--- config.mk ---
export PLATFORM = sky130hd
export DESIGN_NAME = operand_loader
export DESIGN_NICKNAME = d
export VERILOG_FILES = /design/src/hw/fetch_pkg.sv /design/src/hw/operand_loader.sv
export SDC_FILE = /design/constraint.sdc
export NUM_CORES = 1
export LEC_CHECK = 0
export ABC_AREA = 1
export BUFFER_PORTS_ARGS = -buffer_cell sky130_fd_sc_hd__buf_2
export CAP_MARGIN = 25
export CORE_MARGIN = 2
export CORE_UTILIZATION = 35
export DETAILED_ROUTE_END_ITERATION = 10
export GPL_ROUTABILITY_DRIVEN = 0
export PLACE_DENSITY_LB_ADDON = 0.15
export SETUP_SLACK_MARGIN = 0.3
export SLEW_MARGIN = 20
export SYNTH_ARGS = -nofsm -noshare
export SYNTH_HDL_FRONTEND = slang
export SYNTH_SLANG_ARGS = --single-unit
--- constraint.sdc ---
create_clock -name instruction_done -period 2.6 [get_ports instruction_done]
set_input_delay 0.52 -clock instruction_done [delete_from_list [all_inputs] [get_ports instruction_done]]
set_output_delay 0.52 -clock instruction_done [all_outputs]
set_load 0.02 [all_outputs]
--- src/hw/fetch_pkg.sv ---
// ~~~~~~~~~~~~~~~~~~~~
// fetch package: bus widths, addressing-mode codes, opcode view
// and the structs passed between fetch unit blocks.
// ~~~~~~~~~~~~~~~~~~~~
package fetch_pkg;

        localparam int ADDR_WIDTH = 16;
        localparam int DATA_WIDTH = 8;

        // group one middle field, bits 4:2 of the opcode.
        localparam logic [2:0] AM_X_IND = 3'd0;
        localparam logic [2:0] AM_ZPG   = 3'd1;
        localparam logic [2:0] AM_IMM   = 3'd2;
        localparam logic [2:0] AM_ABS   = 3'd3;
        localparam logic [2:0] AM_IND_Y = 3'd4;
        localparam logic [2:0] AM_ZPG_X = 3'd5;
        localparam logic [2:0] AM_ABS_Y = 3'd6;
        localparam logic [2:0] AM_ABS_X = 3'd7;

        localparam logic [1:0] GROUP_ONE = 2'b01;

        typedef struct packed {
                logic [2:0] op_a;
                logic [2:0] mode;
                logic [1:0] group;
        } opcode_fields_t;

        typedef union packed {
                logic [DATA_WIDTH-1:0] raw;
                opcode_fields_t        f;
        } opcode_u;

        typedef struct packed {
                logic [ADDR_WIDTH-1:0] pc;
                logic [DATA_WIDTH-1:0] x;
                logic [DATA_WIDTH-1:0] y;
        } fetch_cmd_t;

        typedef struct packed {
                logic                  req;
                logic [ADDR_WIDTH-1:0] addr;
        } mem_req_t;

        typedef struct packed {
                logic                  ack;
                logic [DATA_WIDTH-1:0] data;
        } mem_rsp_t;

        typedef struct packed {
                logic [DATA_WIDTH-1:0] opcode;
                logic [ADDR_WIDTH-1:0] ea;
                logic [DATA_WIDTH-1:0] operand;   // set here only for immediate.
                logic [ADDR_WIDTH-1:0] next_pc;
                logic                  needs_load;
                logic                  illegal;
        } fetch_item_t;

        typedef struct packed {
                logic [DATA_WIDTH-1:0] opcode;
                logic [ADDR_WIDTH-1:0] ea;
                logic [DATA_WIDTH-1:0] operand;
                logic [ADDR_WIDTH-1:0] next_pc;
                logic                  illegal;
        } fetch_result_t;

endpackage
--- src/hw/operand_loader.sv ---
`timescale 1ns/1ps
// ~~~~~~~~~~~~~~~~~~~~
// operand loader: reads the byte at ea when needed, returns result.
// ~~~~~~~~~~~~~~~~~~~~
module operand_loader import fetch_pkg::*; (
        input  logic          instruction_done,
        input  logic          reset_n,
        input  logic          item_req,
        input  fetch_item_t   item,
        output logic          item_ack,
        output mem_req_t      mreq,
        input  mem_rsp_t      mrsp,
        output logic          rsp_req,
        output fetch_result_t rsp,
        input  logic          rsp_ack
);

        typedef enum logic [1:0] {L_IDLE, L_MEM, L_RSP} lstate_t;

        lstate_t state;

        always_ff @(posedge instruction_done) begin
                if (!reset_n) begin
                        state    <= L_IDLE;
                        item_ack <= 1'b0;
                        mreq.req <= 1'b0;
                        rsp_req  <= 1'b0;
                end else begin
                        if (item_ack && !item_req) begin
                                item_ack <= 1'b0;
                        end
                        case (state)
                                L_IDLE: begin
                                        if (item_req && !item_ack && !mrsp.ack) begin
                                                item_ack    <= 1'b1;
                                                rsp.opcode  <= item.opcode;
                                                rsp.ea      <= item.ea;
                                                rsp.operand <= item.operand;
                                                rsp.next_pc <= item.next_pc;
                                                rsp.illegal <= item.illegal;
                                                mreq.req    <= item.needs_load;
                                                mreq.addr   <= item.ea;
                                                state       <= item.needs_load ? L_MEM : L_RSP;
                                        end
                                end
                                L_MEM: begin
                                        if (mrsp.ack) begin
                                                rsp.operand <= mrsp.data;
                                                mreq.req    <= 1'b0;
                                                state       <= L_RSP;
                                        end
                                end
                                default: begin
                                        if (!rsp_req && !rsp_ack) begin
                                                rsp_req <= 1'b1;
                                        end else if (rsp_req && rsp_ack) begin
                                                rsp_req <= 1'b0;
                                                state   <= L_IDLE;   // next item only now.
                                        end
                                end
                        endcase
                end
        end

        a_rsp_hold: assert property (@(posedge instruction_done) disable iff (!reset_n)
                rsp_req |=> $stable(rsp));

endmodule

==> results.md, run 1 <==
* Count of instances resized after the clock tree is built at 0
* Relative slew slack at 65.8%
* Layout cells sized above 1 at 56.8%
* Worst hold path type: input pin to flop
* Clock tree skew after final layout at 5.50 ps
* # port buffers at 130
* Sequential Area at 1570 um2
* Worst Path Arrival at 1680 ps
* CP Capture Type: flop
* Pin count of the biggest net entering global routing at 43
* Crit path kind: flop to flop
* Count of unique library cells instantiated by Yosys at 19
* Detail-routed net length per standard cell at 12.5 um
* Leading post-synthesis cells by cell area: sky130_fd_sc_hd__edfxtp_1 (73%), sky130_fd_sc_hd__buf_4 (5.9%), sky130_fd_sc_hd__dfxtp_1 (4.9%)
* Starting density of the core at 36.6%
* Total standard cell area after synthesis at 2030 um2
* Full die area at 6420 um2
* Overall overflow remaining after global route at 0
* Clock buffer count from CTS at 5
* Vias at 1426
* Via count of the first global-routing pass at 1247
* Gate count of the mapped netlist at 136
* Top-level port count at 131
* Sum of negative setup slack at 0 ps
* Power after layout at 1.67 mW
* Placed Cells incl. Taps at 321
* Maximum clock insertion buffer count at 2
* Placement Cell Area at 2640 um2
* Avg Synthesized Cell Area at 14.9 um2
* Fmax at 0.576 GHz
* Total clock sinks at 54
* Pwr/cell area at 613 nW/um2
* Detail Route Antenna Nets at 0
* Final non-filler cell area at 2720 um2
* Maximum fanout encountered on the critical timing path at 42
* Clk Tree Root Cell: sky130_fd_sc_hd__clkbuf_8
* Die width at 80.1 um
* Count of max-cap constraint violations at 0
* H-tree depth reported by CTS at 2
* Dominant cell type by area after synthesis: sky130_fd_sc_hd__edfxtp_1
* Setup slack of the critical path after layout at 865 ps
* Number of nets produced by synthesis at 201
* Fill cell instance count of the final layout at 547
* Total routing resource utilization after global routing at 12.6%
* Clock latency at the later pin of the worst-skew pair at 300 ps
* Period utilization at 66.7%
* Setup repair after global routing missed its margin: no
* Count of TritonRoute iterations in the first routing pass at 4
* CTS tree: done
* Critical path data required time at 2540 ps
* Endpoints failing hold at 0
* Post-layout nets at 321
* Leakage power at 1.22 nW
* DPL Wire Length at 3210 um
* First-pass GRT wire length at 5960 um
* Initial antenna violation count at 0
* Share of the synthesized area in the top cell type at 72.5%
* Per-cell via count in the routed design at 4.33
* Area growth, synth to finish at 34.2%
* Pins over their slew limit at 0
* Setup violation total in the final timing report at 0
* Area inside the core boundary at 5540 um2
* Total number of yosys warnings at 0
* Register area share after synthesis at 77.4%
* Post-layout min period at 1740 ps
* Post-placement setup slack at 766 ps
* Reg clk slew, reported paths at 90 ps
* Detailed-route DRC error count at 0
* Post-CTS Setup Bufs at 0
* Iter 0 DRT Violations at 59
* Number of antenna repair diodes at 0
* Kind of start point of the critical path: flop
* Area taken by multi-input logic gates at 280 um2
* Final non-filler cell total at 329
* Die boundary height at 80.1 um
* Worst vdd ir at 280 uV
* Status: complete, no violations
* Wire length after detailed routing at 4120 um
* Number of rows in the core area at 27
* Slew @ Worst Pin at 513 ps
* Count of hold-fix buffers inserted at cts at 0
* Post-synthesis sequential element count at 54
cells in the mapped netlist (all sizes together):
master / number
a21oi: 2
and2: 1
buf: 17
clkbuf: 1
dfxtp: 5
edfxtp: 49
ha: 2
inv: 10
nand2: 20
nand3: 11
nand4: 2
nor2: 5
nor3: 1
o21ai: 10
cells in the final DEF (no fill, tap or decap):
| master | n |
|---|---|
| sky130_fd_sc_hd__nor2_1 | 2 |
| sky130_fd_sc_hd__nand3_1 | 10 |
| sky130_fd_sc_hd__inv_1 | 8 |
| sky130_fd_sc_hd__nor3_1 | 1 |
| sky130_fd_sc_hd__and2_4 | 1 |
| sky130_fd_sc_hd__buf_2 | 130 |
| sky130_fd_sc_hd__a21oi_1 | 2 |
| sky130_fd_sc_hd__inv_2 | 2 |
| sky130_fd_sc_hd__edfxtp_1 | 49 |
| sky130_fd_sc_hd__clkinv_4 | 1 |
| sky130_fd_sc_hd__nor2_4 | 1 |
| sky130_fd_sc_hd__ha_1 | 2 |
| sky130_fd_sc_hd__o21ai_0 | 10 |
| sky130_fd_sc_hd__nand4_1 | 2 |
| sky130_fd_sc_hd__buf_4 | 1 |
| sky130_fd_sc_hd__clkinv_2 | 1 |
| sky130_fd_sc_hd__clkbuf_1 | 1 |
| sky130_fd_sc_hd__nand2_2 | 1 |
| sky130_fd_sc_hd__dfxtp_1 | 5 |
| sky130_fd_sc_hd__clkbuf_8 | 5 |
| sky130_fd_sc_hd__nor2_2 | 2 |
| sky130_fd_sc_hd__nand2_1 | 19 |
| sky130_fd_sc_hd__nand3_2 | 1 |
through the flow:
step | hold slack (ps) | utilization (%)
3_3_place_gp | 469 | 47.6
2_1_floorplan | 524 | -
5_1_grt | 362 | 49.2
4_1_cts | 376 | 49.2
6_report | 386 | 49.2
3_5_place_dp | 473 | 47.6
worst paths after layout:
path | cells after the start | endpoint | start | slack (ps)
setup / recovery | 4 | rsp[43]$_DFFE_PP_ | state[0]$_SDFFE_PN0P_ | 860
hold / removal | 1 | rsp[36]$_DFFE_PP_ | item[37] | 390
setup reg to reg | 4 | rsp[43]$_DFFE_PP_ | state[0]$_SDFFE_PN0P_ | 860
hold reg to reg | 2 | item_ack$_SDFF_PN0_ | item_ack$_SDFF_PN0_ | 480
where the power goes:
part	internal (mW)	leakage [nW]	switching [mW]
registers	0.992	0.491	0.0158
clock network	0.190	0.0452	0.258
logic	0.0805	0.688	0.132
total	1.26	1.22	0.406
worst max-delay path, cell delays in order, from the launching register on:
cell and delay, ps:
sky130_fd_sc_hd__dfxtp_1 450, sky130_fd_sc_hd__nor2_2 170, sky130_fd_sc_hd__nand4_1 170, sky130_fd_sc_hd__nor2_4 120, sky130_fd_sc_hd__buf_4 440
layer usage:
| metal | track usage, % | vias to the layer above | part of all wire [%] |
|---|---|---|---|
| met3 | 4.38 | 6 | 10 |
| met5 | 0 | - | 0 |
| met1 | 14.4 | 644 | 37 |
| li1 | - | 701 | - |
| met4 | 5.08 | 0 | 1.5 |
| met2 | 21.3 | 75 | 52 |
area by class of cell:
cell class / instances / area share (%)
clock buffers: 6 / 2.66
clock inverters: 2 / 0.505
inverters: 10 / 1.38
multi-input cells: 54 / 10.3
flip-flops and latches: 54 / 57.7
well taps: 72 / 3.31
repair buffers: 131 / 24.2
flip-flops by register name, indices dropped and copies added (netlist names):
| signal | count |
|---|---|
| state | 2 |
| rsp | 49 |
| mreq | 1 |
| item_ack | 1 |
| rsp_req | 1 |
cells by family after synthesis:
family / after synthesis / synth area share (%)
DFF: 54 / 77.4
and+or+nand+nor: 40 / 9.37
buffers and inverters: 28 / 9.00
AOI/OAI and AO/OA: 12 / 2.96
adders and majority gates: 2 / 1.23
Power figures use the tool's default switching activity.
==> run 2: changes to the inputs <==
==> constraint.sdc (replaced) <==
create_clock -name instruction_done -period 1.6 [get_ports instruction_done]
set_input_delay 0.32 -clock instruction_done [delete_from_list [all_inputs] [get_ports instruction_done]]
set_output_delay 0.32 -clock instruction_done [all_outputs]
set_load 0.02 [all_outputs]
==> run 2 against run 1 <==
Highest routed layer unchanged; non-clock buffer count is 9 higher; cell count up 2.7%; sequential cell count unchanged.
==> results.md, run 2 (synthesized netlist as in run 1, its figures left out) <==
* Status: complete, no violations
* Detail-routed net length per standard cell at 13.1 um (+4.6%)
* Pin count of the biggest net entering global routing at 22 (-49%)
* Top-level port count at 131 (unchanged)
* Setup violation total in the final timing report at 0 (unchanged)
* H-tree depth reported by CTS at 2 (unchanged)
* Clock latency at the later pin of the worst-skew pair at 290 ps (about the same)
* Post-layout min period at 1360 ps (-372 ps)
* Layout cells sized above 1 at 59.8% (+3.0 points)
* Critical path data required time at 1620 ps (-920 ps)
* Maximum clock insertion buffer count at 2 (unchanged)
* Leakage power at 1.30 nW (+6.5%)
* Destination of the critical timing path: rsp[46]$_DFFE_PP_
* Placed Cells incl. Taps at 323 (+0.62%)
* Switching Fraction at 23.9% (-0.41 points)
* Fmax at 0.734 GHz (+27%)
* Count of TritonRoute iterations in the first routing pass at 4 (unchanged)
* Most common cell after layout, fill and taps aside: sky130_fd_sc_hd__buf_2
* Fraction of power consumed by combinational cells at 14.8% (+2.1 points)
* Top library cells by usage in the layout, fill and taps aside: sky130_fd_sc_hd__buf_2 (130), sky130_fd_sc_hd__edfxtp_1 (49), sky130_fd_sc_hd__nand2_1 (19)
* Worst hold path type: input pin to flop
* Crit path kind: flop to flop
* Reg clk slew, reported paths at 90 ps (about the same)
* Wire length after detailed routing at 4430 um (+7.4%)
* Per-cell via count in the routed design at 4.32 (-0.27%)
* Maximum fanout encountered on the critical timing path at 7 (-83%)
* Number of rows in the core area at 27 (unchanged)
* Area growth, synth to finish at 43.6%
* Overall overflow remaining after global route at 0 (unchanged)
* Total internal power at 2.09 mW (+65%)
* # port buffers at 130 (unchanged)
* Critical-path cell list: nor2_4 -> nand4_1 -> nor2_4 -> buf_12 -> clkbuf_16
* Setup slack of the critical path after layout at 237 ps (-628 ps)
* Library cell contributing the largest single delay on the critical path: sky130_fd_sc_hd__dfxtp_2
* Initial antenna violation count at 0 (unchanged)
* Slew @ Worst Pin at 309 ps (-204 ps)
* Clk Tree Root Cell: sky130_fd_sc_hd__clkbuf_8
* CTS tree: done
* Start point of the critical path: state[1]$_SDFFE_PN0P_
* Setup repair after global routing missed its margin: yes
* Via count of the first global-routing pass at 1324 (+6.2%)
* Sequential cell fraction of total power at 59.7% (-0.7 points)
* Iter 0 DRT Violations at 34 (-42%)
* Area inside the core boundary at 5540 um2 (unchanged)
* Detail Route Antenna Nets at 0 (unchanged)
* Number of flip-flops in the largest register at 49 (unchanged)
* Flop2flop setup slack at 240 ps (-630 ps)
* Detailed-route DRC error count at 0 (unchanged)
* Reg2reg path depth at 5 (+1)
* Full die area at 6420 um2 (unchanged)
* Endpoint of the worst register-to-register path: rsp[46]$_DFFE_PP_
* Vias at 1461 (+2.5%)
* First-pass GRT wire length at 6040 um (+1.3%)
* Total clock sinks at 54 (unchanged)
* Post-placement setup slack at 188 ps (-578 ps)
* Net Sw Power at 0.656 mW (+62%)
* WHS at 194 ps (-192 ps)
* Largest registers: rsp x49, state x2
* Kind of start point of the critical path: flop
* Worst vdd ir at 624 uV (+120%)
* Count of max-cap constraint violations at 0 (unchanged)
* Worst Path Arrival at 1380 ps (-300 ps)
* Startpoint of the worst-slack reg-to-reg timing path: state[1]$_SDFFE_PN0P_
* Total routing resource utilization after global routing at 12.7% (+0.17 points)
* Final non-filler cell total at 338 (+2.7%)
* Final non-filler cell area at 2910 um2 (+7.0%)
* Relative slew slack at 79.2% (+13 points)
* CP Capture Type: flop
* Number of antenna repair diodes at 0 (unchanged)
* Max stage delay on crit path at 350 ps (-100 ps)
* Pins over their slew limit at 0 (unchanged)
* Clock tree skew after final layout at 4.47 ps (-1.03 ps)
* Most frequent cell on the critical path: sky130_fd_sc_hd__nor2_4
* Starting density of the core at 36.6% (unchanged)
* Die width at 80.1 um (unchanged)
* Pwr/cell area at 942 nW/um2 (+54%)
* DPL Wire Length at 3270 um (+1.7%)
* Placement Cell Area at 2670 um2 (+1.3%)
* Period utilization at 85.2% (+18 points)
* Top register by number of flip-flops: rsp
* Post-layout nets at 330 (+2.8%)
* Endpoints failing hold at 0 (unchanged)
* Clock group share of total power at 25.5% (-1.4 points)
* Die boundary height at 80.1 um (unchanged)
* Clock buffer count from CTS at 5 (unchanged)
## run 2: repair_timing
| item | CTS | global route |
|---|---|---|
| gates resized for setup | 2 | 2 |
| setup endpoints to repair | 49 | 53 |
| cloned | 1 | 5 |
| pin swaps | 2 | 3 |
| hold buffers | 0 | 0 |
| buffers inserted | 0 | 1 |
## run 2: per-layer routing
layer	up-vias	GRT usage, %	wire length [um]	part of all wire, %
met1	667	13.9	1620	37
met2	70	22.3	2380	54
met5	-	0	0	0
met4	0	4.24	40	0.90
li1	720	-	-	-
met3	4	5.28	377	8.5
## run 2: how the worst min path moves through the flow
stage	startpoint	endpoint	slack, ps	cells after the start
after floorplan	item[0]	rsp[0]$_DFFE_PP_	420	0
after global placement	item_ack$_SDFF_PN0_	item_ack$_SDFF_PN0_	480	2
after detailed placement	item_ack$_SDFF_PN0_	item_ack$_SDFF_PN0_	470	2
after CTS	item[6]	rsp[5]$_DFFE_PP_	180	1
after global routing	item[49]	rsp[48]$_DFFE_PP_	160	1
final	item[6]	rsp[5]$_DFFE_PP_	190	1
## run 2: metrics by stage
step           TNS, ps  power [mW]  util [%]
2_1_floorplan    -2200        1.89         -
3_3_place_gp         0        2.03      48.2
3_5_place_dp         0        2.03      48.2
4_1_cts              0        2.76      50.4
5_1_grt              0        2.91      52.6
6_report             0        2.75      52.6
## run 2: cell type report
type / instances / area (um2)
multi-input combinational: 54 / 295
clock inverter: 3 / 16.3
clock buffer: 5 / 68.8
sequential: 54 / 1580
fill: 500 / 2630
tap: 72 / 90.1
timing repair buffer: 140 / 831
inverter: 10 / 37.5
## run 2: power groups by stage
| stage | Clock (mW) | Sequential [mW] | Combinational (mW) |
|---|---|---|---|
| after CTS | 0.742 | 1.64 | 0.377 |
| after detailed placement | 0 | 1.67 | 0.366 |
| final | 0.700 | 1.64 | 0.407 |
| after global routing | 0.821 | 1.64 | 0.442 |
| after floorplan | 0 | 1.74 | 0.148 |
| after global placement | 0 | 1.67 | 0.365 |
## run 2: worst max-delay path, delay by kind of cell (launching register included)
kind          cells  cell delay [ps]
buf+inv           2              300
simple gates      3              440
flops             1              350
