**config.mk**
```make
export PLATFORM = sky130hd
export DESIGN_NAME = mem_arbiter
export DESIGN_NICKNAME = d
export VERILOG_FILES = /design/src/hw/fetch_pkg.sv /design/src/hw/mem_arbiter.sv
export SDC_FILE = /design/constraint.sdc
export NUM_CORES = 1
export LEC_CHECK = 0
export BUFFER_PORTS_ARGS = -buffer_cell sky130_fd_sc_hd__buf_2
export CAP_MARGIN = 20
export CORE_MARGIN = 2
export CORE_UTILIZATION = 32
export CTS_BUF_LIST = sky130_fd_sc_hd__clkbuf_4 sky130_fd_sc_hd__clkbuf_8
export DETAILED_ROUTE_END_ITERATION = 10
export MAX_ROUTING_LAYER = met4
export PLACE_DENSITY_LB_ADDON = 0.3
export SYNTH_ARGS = -nofsm -noshare
export SYNTH_HDL_FRONTEND = slang
export SYNTH_SLANG_ARGS = --single-unit
```
**constraint.sdc**
```tcl
create_clock -name instruction_done -period 1.3 [get_ports instruction_done]
set_clock_uncertainty 0.05 [all_clocks]
set_input_delay 0.065 -clock instruction_done [delete_from_list [all_inputs] [get_ports instruction_done]]
set_output_delay 0.065 -clock instruction_done [all_outputs]
set_load 0.05 [all_outputs]
```
**src/hw/fetch_pkg.sv**
```systemverilog
// ~~~~~~~~~~~~~~~~~~~~
// fetch package: bus widths, addressing-mode codes, opcode view
// and the structs passed between fetch unit blocks.
// ~~~~~~~~~~~~~~~~~~~~
package fetch_pkg;

        localparam int ADDR_WIDTH = 16;
        localparam int DATA_WIDTH = 8;

        // group one middle field, bits 4:2 of the opcode.
        localparam logic [2:0] AM_X_IND = 3'd0;
        localparam logic [2:0] AM_ZPG   = 3'd1;
        localparam logic [2:0] AM_IMM   = 3'd2;
        localparam logic [2:0] AM_ABS   = 3'd3;
        localparam logic [2:0] AM_IND_Y = 3'd4;
        localparam logic [2:0] AM_ZPG_X = 3'd5;
        localparam logic [2:0] AM_ABS_Y = 3'd6;
        localparam logic [2:0] AM_ABS_X = 3'd7;

        localparam logic [1:0] GROUP_ONE = 2'b01;

        typedef struct packed {
                logic [2:0] op_a;
                logic [2:0] mode;
                logic [1:0] group;
        } opcode_fields_t;

        typedef union packed {
                logic [DATA_WIDTH-1:0] raw;
                opcode_fields_t        f;
        } opcode_u;

        typedef struct packed {
                logic [ADDR_WIDTH-1:0] pc;
                logic [DATA_WIDTH-1:0] x;
                logic [DATA_WIDTH-1:0] y;
        } fetch_cmd_t;

        typedef struct packed {
                logic                  req;
                logic [ADDR_WIDTH-1:0] addr;
        } mem_req_t;

        typedef struct packed {
                logic                  ack;
                logic [DATA_WIDTH-1:0] data;
        } mem_rsp_t;

        typedef struct packed {
                logic [DATA_WIDTH-1:0] opcode;
                logic [ADDR_WIDTH-1:0] ea;
                logic [DATA_WIDTH-1:0] operand;   // set here only for immediate.
                logic [ADDR_WIDTH-1:0] next_pc;
                logic                  needs_load;
                logic                  illegal;
        } fetch_item_t;

        typedef struct packed {
                logic [DATA_WIDTH-1:0] opcode;
                logic [ADDR_WIDTH-1:0] ea;
                logic [DATA_WIDTH-1:0] operand;
                logic [ADDR_WIDTH-1:0] next_pc;
                logic                  illegal;
        } fetch_result_t;

endpackage
```
**src/hw/mem_arbiter.sv**
```systemverilog
`timescale 1ns/1ps
// ~~~~~~~~~~~~~~~~~~~~
// memory arbiter: round-robin between fetcher and loader,
// four-phase req/ack toward each, one grant at a time.
// ~~~~~~~~~~~~~~~~~~~~
module mem_arbiter import fetch_pkg::*; (
        input  logic                  instruction_done,
        input  logic                  reset_n,
        input  mem_req_t              fetch_mreq,
        output mem_rsp_t              fetch_mrsp,
        input  mem_req_t              load_mreq,
        output mem_rsp_t              load_mrsp,
        output logic [ADDR_WIDTH-1:0] rd_addr,
        input  logic [DATA_WIDTH-1:0] rd_data
);

        typedef enum logic [1:0] {ARB_IDLE, ARB_GRANT, ARB_ACK} arb_state_t;

        arb_state_t state;
        logic       owner;      // 0 fetcher, 1 loader.
        logic       prio;       // preferred side on contention.
        logic       owner_req;
        logic       fetch_ack;
        logic       load_ack;

        assign owner_req = owner ? load_mreq.req : fetch_mreq.req;
        assign rd_addr   = owner ? load_mreq.addr : fetch_mreq.addr;

        // memory keeps re-reading the owner's address, so data holds.
        assign fetch_mrsp = '{ack: fetch_ack, data: rd_data};
        assign load_mrsp  = '{ack: load_ack, data: rd_data};

        always_ff @(posedge instruction_done) begin
                if (!reset_n) begin
                        state     <= ARB_IDLE;
                        owner     <= 1'b0;
                        prio      <= 1'b0;
                        fetch_ack <= 1'b0;
                        load_ack  <= 1'b0;
                end else begin
                        case (state)
                                ARB_IDLE: begin
                                        if (fetch_mreq.req || load_mreq.req) begin
                                                owner <= (fetch_mreq.req && load_mreq.req) ?
                                                         prio : load_mreq.req;
                                                state <= ARB_GRANT;
                                        end
                                end
                                ARB_GRANT: begin
                                        fetch_ack <= !owner;   // read in flight.
                                        load_ack  <= owner;
                                        state     <= ARB_ACK;
                                end
                                ARB_ACK: begin
                                        if (!owner_req) begin
                                                fetch_ack <= 1'b0;
                                                load_ack  <= 1'b0;
                                                prio      <= ~owner;
                                                state     <= ARB_IDLE;
                                        end
                                end
                                default: begin
                                        fetch_ack <= 1'b0;
                                        load_ack  <= 1'b0;
                                        state     <= ARB_IDLE;
                                end
                        endcase
                end
        end

        a_one_ack: assert property (@(posedge instruction_done) disable iff (!reset_n)
                !(fetch_mrsp.ack && load_mrsp.ack));

endmodule

```
==> results.txt, run 1 <==
----------------------------------------------------
[STA]
  Slew at the pin closest to its max-slew limit ... 0.252 ns
  Final Worst Setup Slack ... -0.0712 ns
  Final clock period utilization by the worst path ... 105%
  Worst relative slew slack ... 83.3%
  Min Clock Period, post-route ... 1.37 ns
  Setup TNS ... -0.829 ns
  Worst slack on hold paths ... 0.0371 ns
  Max-slew violation count ... 0
  Number of endpoints with negative hold slack in the final report ... 0
  Unrepaired setup endpoints after global routing ... true
  Number of setup violations in the final report ... 16
  Highest clock frequency the design can meet ... 729 MHz

[Routing]
  Average detailed-routed wire length per instance ... 14.6 um
  Post-route ant nets ... 0
  Final wirelength ... 1920 um
  Via-to-Cell Ratio ... 4.89
  Number of iterations in the first detailed-routing pass ... 4
  Detailed-route DRC error count ... 0
  Routed via count ... 641
  Initial drt markers ... 9

[Synth]
  Gate Count Post-Synth ... 67
  Area fraction of the dominant cell type after synthesis ... 29.6%
  Mean post-synth cell area ... 9.09 um2
  Warning count from the yosys run ... 0
  Ys async rst share ... 0%
  Summed instance area of the synthesized netlist ... 609 um2
  Library cell occupying the most area in the post-synthesis netlist ... mux2_2
  Synth cell types ... 19
  Synth top area cells ... mux2_2 30%, buf_4 23%, dfxtp_1 20%
  Post-Syn Nets ... 111
  Share of the yosys chip area belonging to registers ... 19.7%
  Synthesis-stage register bit count ... 6
  Number of enable-type register cells in the synthesized netlist ... 0
  Dominant synthesized flop cell ... dfxtp_1

[Layout]
  Sequential cell area in the final layout ... 124 um2
  Finished layout cell area ... 1050 um2
  Share of cells above drive strength 1 ... 71.7%
  Net count of the finished layout ... 152
  Utilization of the core after routing ... 59.6%
  Multi-input gate area ... 392 um2
  Non-Filler Instances ... 131
  ANT cells ... 0
  Fill cell total of the finished layout ... 175
  Signed area change from the synthesized netlist to the final layout ... 72.5%

[Worst setup path]
  Worst Setup Path Type ... flop to output port
  Critical Path Start Type ... flop
  Arrival time at the worst endpoint ... 1.26 ns
  Setup crit end kind ... output port
  Worst endpoint required time ... 1.19 ns
  CP max FO ... 8

[Place]
  Detailed Place HPWL ... 1160 um
  Placed insts ... 127
  Placement Setup Slack ... 0.115 ns
  Instance area at placement ... 779 um2
  Count of buffers from port buffering ... 53
  Final Wtd Congestion ... 0.836

[CTS]
  Clock tree root driver cell ... clkbuf_4
  Number of H-tree branching levels ... 1
  Inserted Clock Buffers ... 3
  Latest clock arrival within the worst-skew pair ... 0.25 ns
  Post-CTS repair timing setup buffer count ... 0
  Sinks on the clock net ... 6
  Clock-pin slew reported for the worst setup and hold paths after clock tree synthesis ... 0.05 ns
  CTS Buffer Depth ... 2
  TritonCTS clock tree ... done

[Global routing]
  Initial antenna violation count ... 0
  Grt total ovfl ... 0
  Aggregate global-route resource usage ... 11.3%
  Wire length of the first global-routing pass ... 1710 um
  Largest net degree at the start of global routing ... 17
  Vias in the first global route ... 473

[Floorplan]
  Placement row count ... 15
  # IOs ... 78
  Starting density of the core ... 34.5%
  Horizontal die dimension ... 47.6 um
  Vertical die dimension ... 47.6 um
  Total Die Area ... 2270 um2
  Core Area ... 1760 um2

[Pwr]
  Largest vdd supply drop ... 628 uV
  Total power divided by cell area ... 906 nW/um2
  Overall power consumption ... 0.952 mW
  Reported leakage power ... 0.525 nW

[Outcome]
  Failing checks ... negative setup slack
  Result of the run ... complete, but fails checks

[Job]
  Max-cap viol count ... 0

[Worst hold path]
  Class of the worst hold path ... input pin to flop

----------------------------------------------------
==> cell families (layout without fill, tap and decap cells) <==
logic type             Yosys count  after routing  synth area share, %
buffers and inverters           21             60                 25.9
muxes                           16             16                 29.6
AOI/OAI and AO/OA               13             13                 14.6
and+or+nand+nor                 11             11                 10.3
DFF                              6              6                 19.7
==> synthesized netlist by cell type (all sizes together) (4+ instances only) <==
cell / count
buf: 20
nand2b: 5
a21oi: 4
dfxtp: 6
o21a: 4
mux2: 16
==> cell usage in the layout (no fill, tap or decap), drive strengths merged <==
master | netlist | final
nand2b | 5 | 5
buf | 20 | 55
nor2b | 1 | 1
a2bb2o | 1 | 1
nor3 | 1 | 1
a21oi | 4 | 4
nor2 | 1 | 1
dfxtp | 6 | 6
o21ai | 1 | 1
o31ai | 1 | 1
inv | 1 | 1
nand2 | 1 | 1
o21a | 4 | 4
mux2 | 16 | 16
clkbuf | 0 | 4
a21boi | 1 | 1
and3 | 1 | 1
o2bb2ai | 1 | 1
or3 | 1 | 1
==> worst max-delay path, stage by stage (launching register included) <==
cell       delay (ns)
dfxtp_4          0.37
clkbuf_16        0.17
mux2_4           0.31
buf_8            0.15
==> report_power, final <==
group / switching [mW] / leakage (nW) / internal, mW
Combinational: 0.290 / 0.461 / 0.271
Clock: 0.0731 / 0.0138 / 0.105
Sequential: 0.0144 / 0.0499 / 0.198
Total: 0.378 / 0.525 / 0.575
==> metal layers <==
metal,GRT usage [%],share of wire (%),wire length (um),vias up
li1,-,-,-,295
met1,10.2,35,681,303
met2,19.7,53,1020,38
met3,3.40,9.7,186,5
met4,8.11,1.6,31,0
met5,-,0,0,-
==> flip-flops by register name (all words and copies together) (netlist names) <==
name	flops
fetch_ack	1
prio	1
load_ack	1
state	2
owner	1
==> final timing paths <==
path / start / to / slack, ns / cells after the start
max: owner$_SDFFE_PN0P_ / rd_addr[4] / -0.07 / 3
min: reset_n / owner$_SDFFE_PN0P_ / 0.04 / 2
min reg2reg: prio$_SDFFE_PN0P_ / prio$_SDFFE_PN0P_ / 0.41 / 2
max reg2reg: owner$_SDFFE_PN0P_ / load_ack$_SDFFE_PN0P_ / 0.11 / 4
==> final cells by class <==
cell class,count,share of cell area [%]
clock buffers,3,2.14
inverters,1,0.357
flip-flops and latches,6,11.8
multi-input cells,40,37.3
repair buffers,56,45.5
well taps,25,2.98
==> timing repair <==
action / 4_1_cts / 5_1_grt
gates resized for setup: 33 / 33
hold buffers: 0 / 0
hold endpoints to repair: 0 / 0
setup endpoints to repair: 16 / 16
gates cloned: 0 / 1
No activity file was read; power rests on OpenSTA's default activity.
==> run 2: changes to the inputs <==
--- a/config.mk
+++ b/config.mk
@@ -9,4 +9,6 @@
 export CAP_MARGIN = 20
+export CELL_PAD_IN_SITES_DETAIL_PLACEMENT = 2
+export CELL_PAD_IN_SITES_GLOBAL_PLACEMENT = 2
 export CORE_MARGIN = 2
-export CORE_UTILIZATION = 32
+export CORE_UTILIZATION = 15
 export CTS_BUF_LIST = sky130_fd_sc_hd__clkbuf_4 sky130_fd_sc_hd__clkbuf_8
--- a/constraint.sdc
+++ b/constraint.sdc
@@ -4,2 +4,2 @@
 set_output_delay 0.065 -clock instruction_done [all_outputs]
-set_load 0.05 [all_outputs]
+set_load 0.1 [all_outputs]
==> run 2 against run 1 <==
Critical endpoint is now rd_addr[9]. Via count is 1.6% lower. Largest cell class unchanged. Clock power is 60% higher. Register-to-register slack worse by 0.04 ns. Critical path type unchanged. Total power is 39% higher. The run still ends with negative setup slack left. Global-route usage is 0.93 points lower. Sequential share of layout area is 1.3 points lower. Flip-flop and latch count stayed put. Worst setup slack better by 0.0065 ns. Highest routed layer is now met3. First-iteration DRC count is 22% higher.
==> results.txt, run 2 (synthesis gave the netlist of run 1 again) <==
----------------------------------------------------
[Global routing]
  Aggregate global-route resource usage ... 10.3% (-0.93 points)
  Grt total ovfl ... 0 (unchanged)
  Wire length of the first global-routing pass ... 3370 um (+97%)
  Initial antenna violation count ... 0 (unchanged)
  Largest net degree at the start of global routing ... 9 (-8)
  Vias in the first global route ... 702 (+48%)

[Layout]
  Share of cells above drive strength 1 ... 71.7% (unchanged)
  Net count of the finished layout ... 152 (unchanged)
  Signed area change from the synthesized netlist to the final layout ... 94.3%
  ANT cells ... 0 (unchanged)
  Non-Filler Instances ... 156 (+19%)
  Top register by number of flip-flops ... state
  Most frequent cells in the layout ... 37 x buf_2, 17 x buf_12, 16 x mux2_4, 5 x nand2b_1, 5 x dfxtp_1
  Utilization of the core after routing ... 30.0% (-30 points)
  Flip-flop count of the largest register after layout ... 2 (unchanged)
  Most frequent standard cell in the layout excluding fill and tap cells ... buf_2
  Finished layout cell area ... 1180 um2 (+13%)

[Pwr]
  Largest vdd supply drop ... 289 uV (-54%)
  Clock Power Share ... 21.6% (+2.9 points)
  Share of total power in combinational logic ... 62.1% (+3.1 points)
  Net switching fraction of the power ... 45.2% (+5.5 points)
  Int Pwr ... 0.724 mW (+26%)
  Share of total power in sequential cells ... 16.4% (-5.9 points)
  Total power divided by cell area ... 1120 nW/um2 (+23%)
  Switching component of the power ... 0.597 mW (+58%)
  Reported leakage power ... 0.565 nW (+7.6%)

[Routing]
  Number of iterations in the first detailed-routing pass ... 3 (-1)
  Initial drt markers ... 11 (+2)
  Routed via count ... 631 (-1.6%)
  Average detailed-routed wire length per instance ... 16.1 um (+10%)
  Via-to-Cell Ratio ... 4.04 (-17%)
  Final wirelength ... 2520 um (+31%)
  Post-route ant nets ... 0 (unchanged)
  Detailed-route DRC error count ... 0 (unchanged)

[Outcome]
  Failing checks ... negative setup slack
  Result of the run ... complete, but fails checks

[Floorplan]
  Core Area ... 3940 um2 (+120%)
  Placement row count ... 23 (+8)
  Horizontal die dimension ... 67.7 um (+42%)
  Vertical die dimension ... 67.7 um (+42%)
  Total Die Area ... 4590 um2 (+100%)
  # IOs ... 78 (unchanged)
  Starting density of the core ... 15.5% (-19 points)

[STA]
  Slew at the pin closest to its max-slew limit ... 0.485 ns (+0.232 ns)
  Min Clock Period, post-route ... 1.36 ns (-0.00653 ns)
  Number of endpoints with negative hold slack in the final report ... 0 (unchanged)
  Setup TNS ... -0.839 ns (-0.0103 ns)
  Highest clock frequency the design can meet ... 733 MHz (+0.48%)
  Unrepaired setup endpoints after global routing ... true
  Number of setup violations in the final report ... 16 (unchanged)
  Worst relative slew slack ... 67.9% (-15 points)
  Worst slack on hold paths ... 0.0720 ns (+0.0350 ns)
  Final clock period utilization by the worst path ... 105% (-0.50 points)
  Final Worst Setup Slack ... -0.0646 ns (+0.00653 ns)
  Max-slew violation count ... 0 (unchanged)

[Worst setup path]
  Arrival time at the worst endpoint ... 1.25 ns (about the same)
  Critical Path Start Type ... flop
  Worst Setup Path Type ... flop to output port
  FF-to-FF Start ... owner$_SDFFE_PN0P_
  Worst endpoint required time ... 1.19 ns (about the same)
  CP max FO ... 8 (unchanged)
  Start point of the critical path ... owner$_SDFFE_PN0P_
  Setup crit end kind ... output port
  Library cell contributing the largest single delay on the critical path ... dfxtp_4
  R2r endpoint ... load_ack$_SDFFE_PN0P_
  Critical path buffer and inverter count ... 2 (unchanged)
  Crit-path cells ... buf_16 -> mux2_4 -> buf_12
  Worst R2R Path Depth ... 4 (unchanged)
  Instance count on the critical path ... 3 (unchanged)
  Biggest cell delay along the critical path ... 0.38 ns (about the same)
  Flop-to-flop setup slack ... 0.07 ns (-0.04 ns)
  Family with the most delay on the worst path ... flip-flops
  Setup crit end ... rd_addr[9]

[CTS]
  CTS Buffer Depth ... 2 (unchanged)
  Inserted Clock Buffers ... 3 (unchanged)
  Sinks on the clock net ... 6 (unchanged)
  Number of H-tree branching levels ... 1 (unchanged)
  Clock-pin slew reported for the worst setup and hold paths after clock tree synthesis ... 0.04 ns (about the same)
  Latest clock arrival within the worst-skew pair ... 0.22 ns (-0.03 ns)
  Clock tree root driver cell ... clkbuf_8
  TritonCTS clock tree ... done

[Place]
  Count of buffers from port buffering ... 53 (unchanged)
  Final Wtd Congestion ... 0.692 (-17%)
  Placed insts ... 152 (+20%)
  Instance area at placement ... 916 um2 (+17%)
  Detailed Place HPWL ... 1790 um (+54%)

[Job]
  Max-cap viol count ... 0 (unchanged)

[Worst hold path]
  Class of the worst hold path ... input pin to flop

----------------------------------------------------
## run 2: repair_timing
item                       CTS  global route
pin swaps                    0             0
hold buffers                 0             0
resized for setup           55             0
setup buffers                0             0
cloned                       1             0
setup endpoints to repair   16            16
## run 2: power groups by stage
stage          registers [mW]  clock network (mW)  logic, mW
2_1_floorplan           0.211                   0      0.715
3_3_place_gp            0.216                   0      0.669
3_5_place_dp            0.216                   0      0.676
4_1_cts                 0.216               0.295      0.822
5_1_grt                 0.218               0.306      0.849
6_report                0.216               0.285      0.820
## run 2: routing by layer
| layer | GRT usage [%] | wire [um] |
|---|---|---|
| met3 | 4.33 | 426 |
| met4 | 4.34 | 0 |
| met1 | 9.31 | 896 |
| met2 | 18.9 | 1200 |
| met5 | - | 0 |
## run 2: worst min path at each step
stage,startpoint,cells after the start,slack (ns),endpoint
finish,reset_n,2,0.07,owner$_SDFFE_PN0P_
detailed placement,rd_data[1],0,0.08,load_mrsp[1]
global placement,rd_data[1],0,0.08,load_mrsp[1]
floorplan,reset_n,1,0.13,load_ack$_SDFFE_PN0P_
global route,rd_data[7],0,0.08,load_mrsp[7]
CTS,reset_n,2,0.07,owner$_SDFFE_PN0P_
## run 2: cell type report
class | count | area (um2)
Tap cell | 50 | 62.6
Sequential cell | 6 | 124
Inverter | 1 | 3.75
Timing Repair Buffer | 56 | 561
Clock buffer | 3 | 41.3
Multi-Input combinational cell | 40 | 392
Fill cell | 405 | 2760
## run 2: per-stage QoR
step	setup WS, ns	total power, mW
floorplan	0.00211	0.926
global placement	0.0479	0.885
detailed placement	0.0107	0.893
CTS	-0.0783	1.33
global route	-0.0927	1.37
finish	-0.0646	1.32
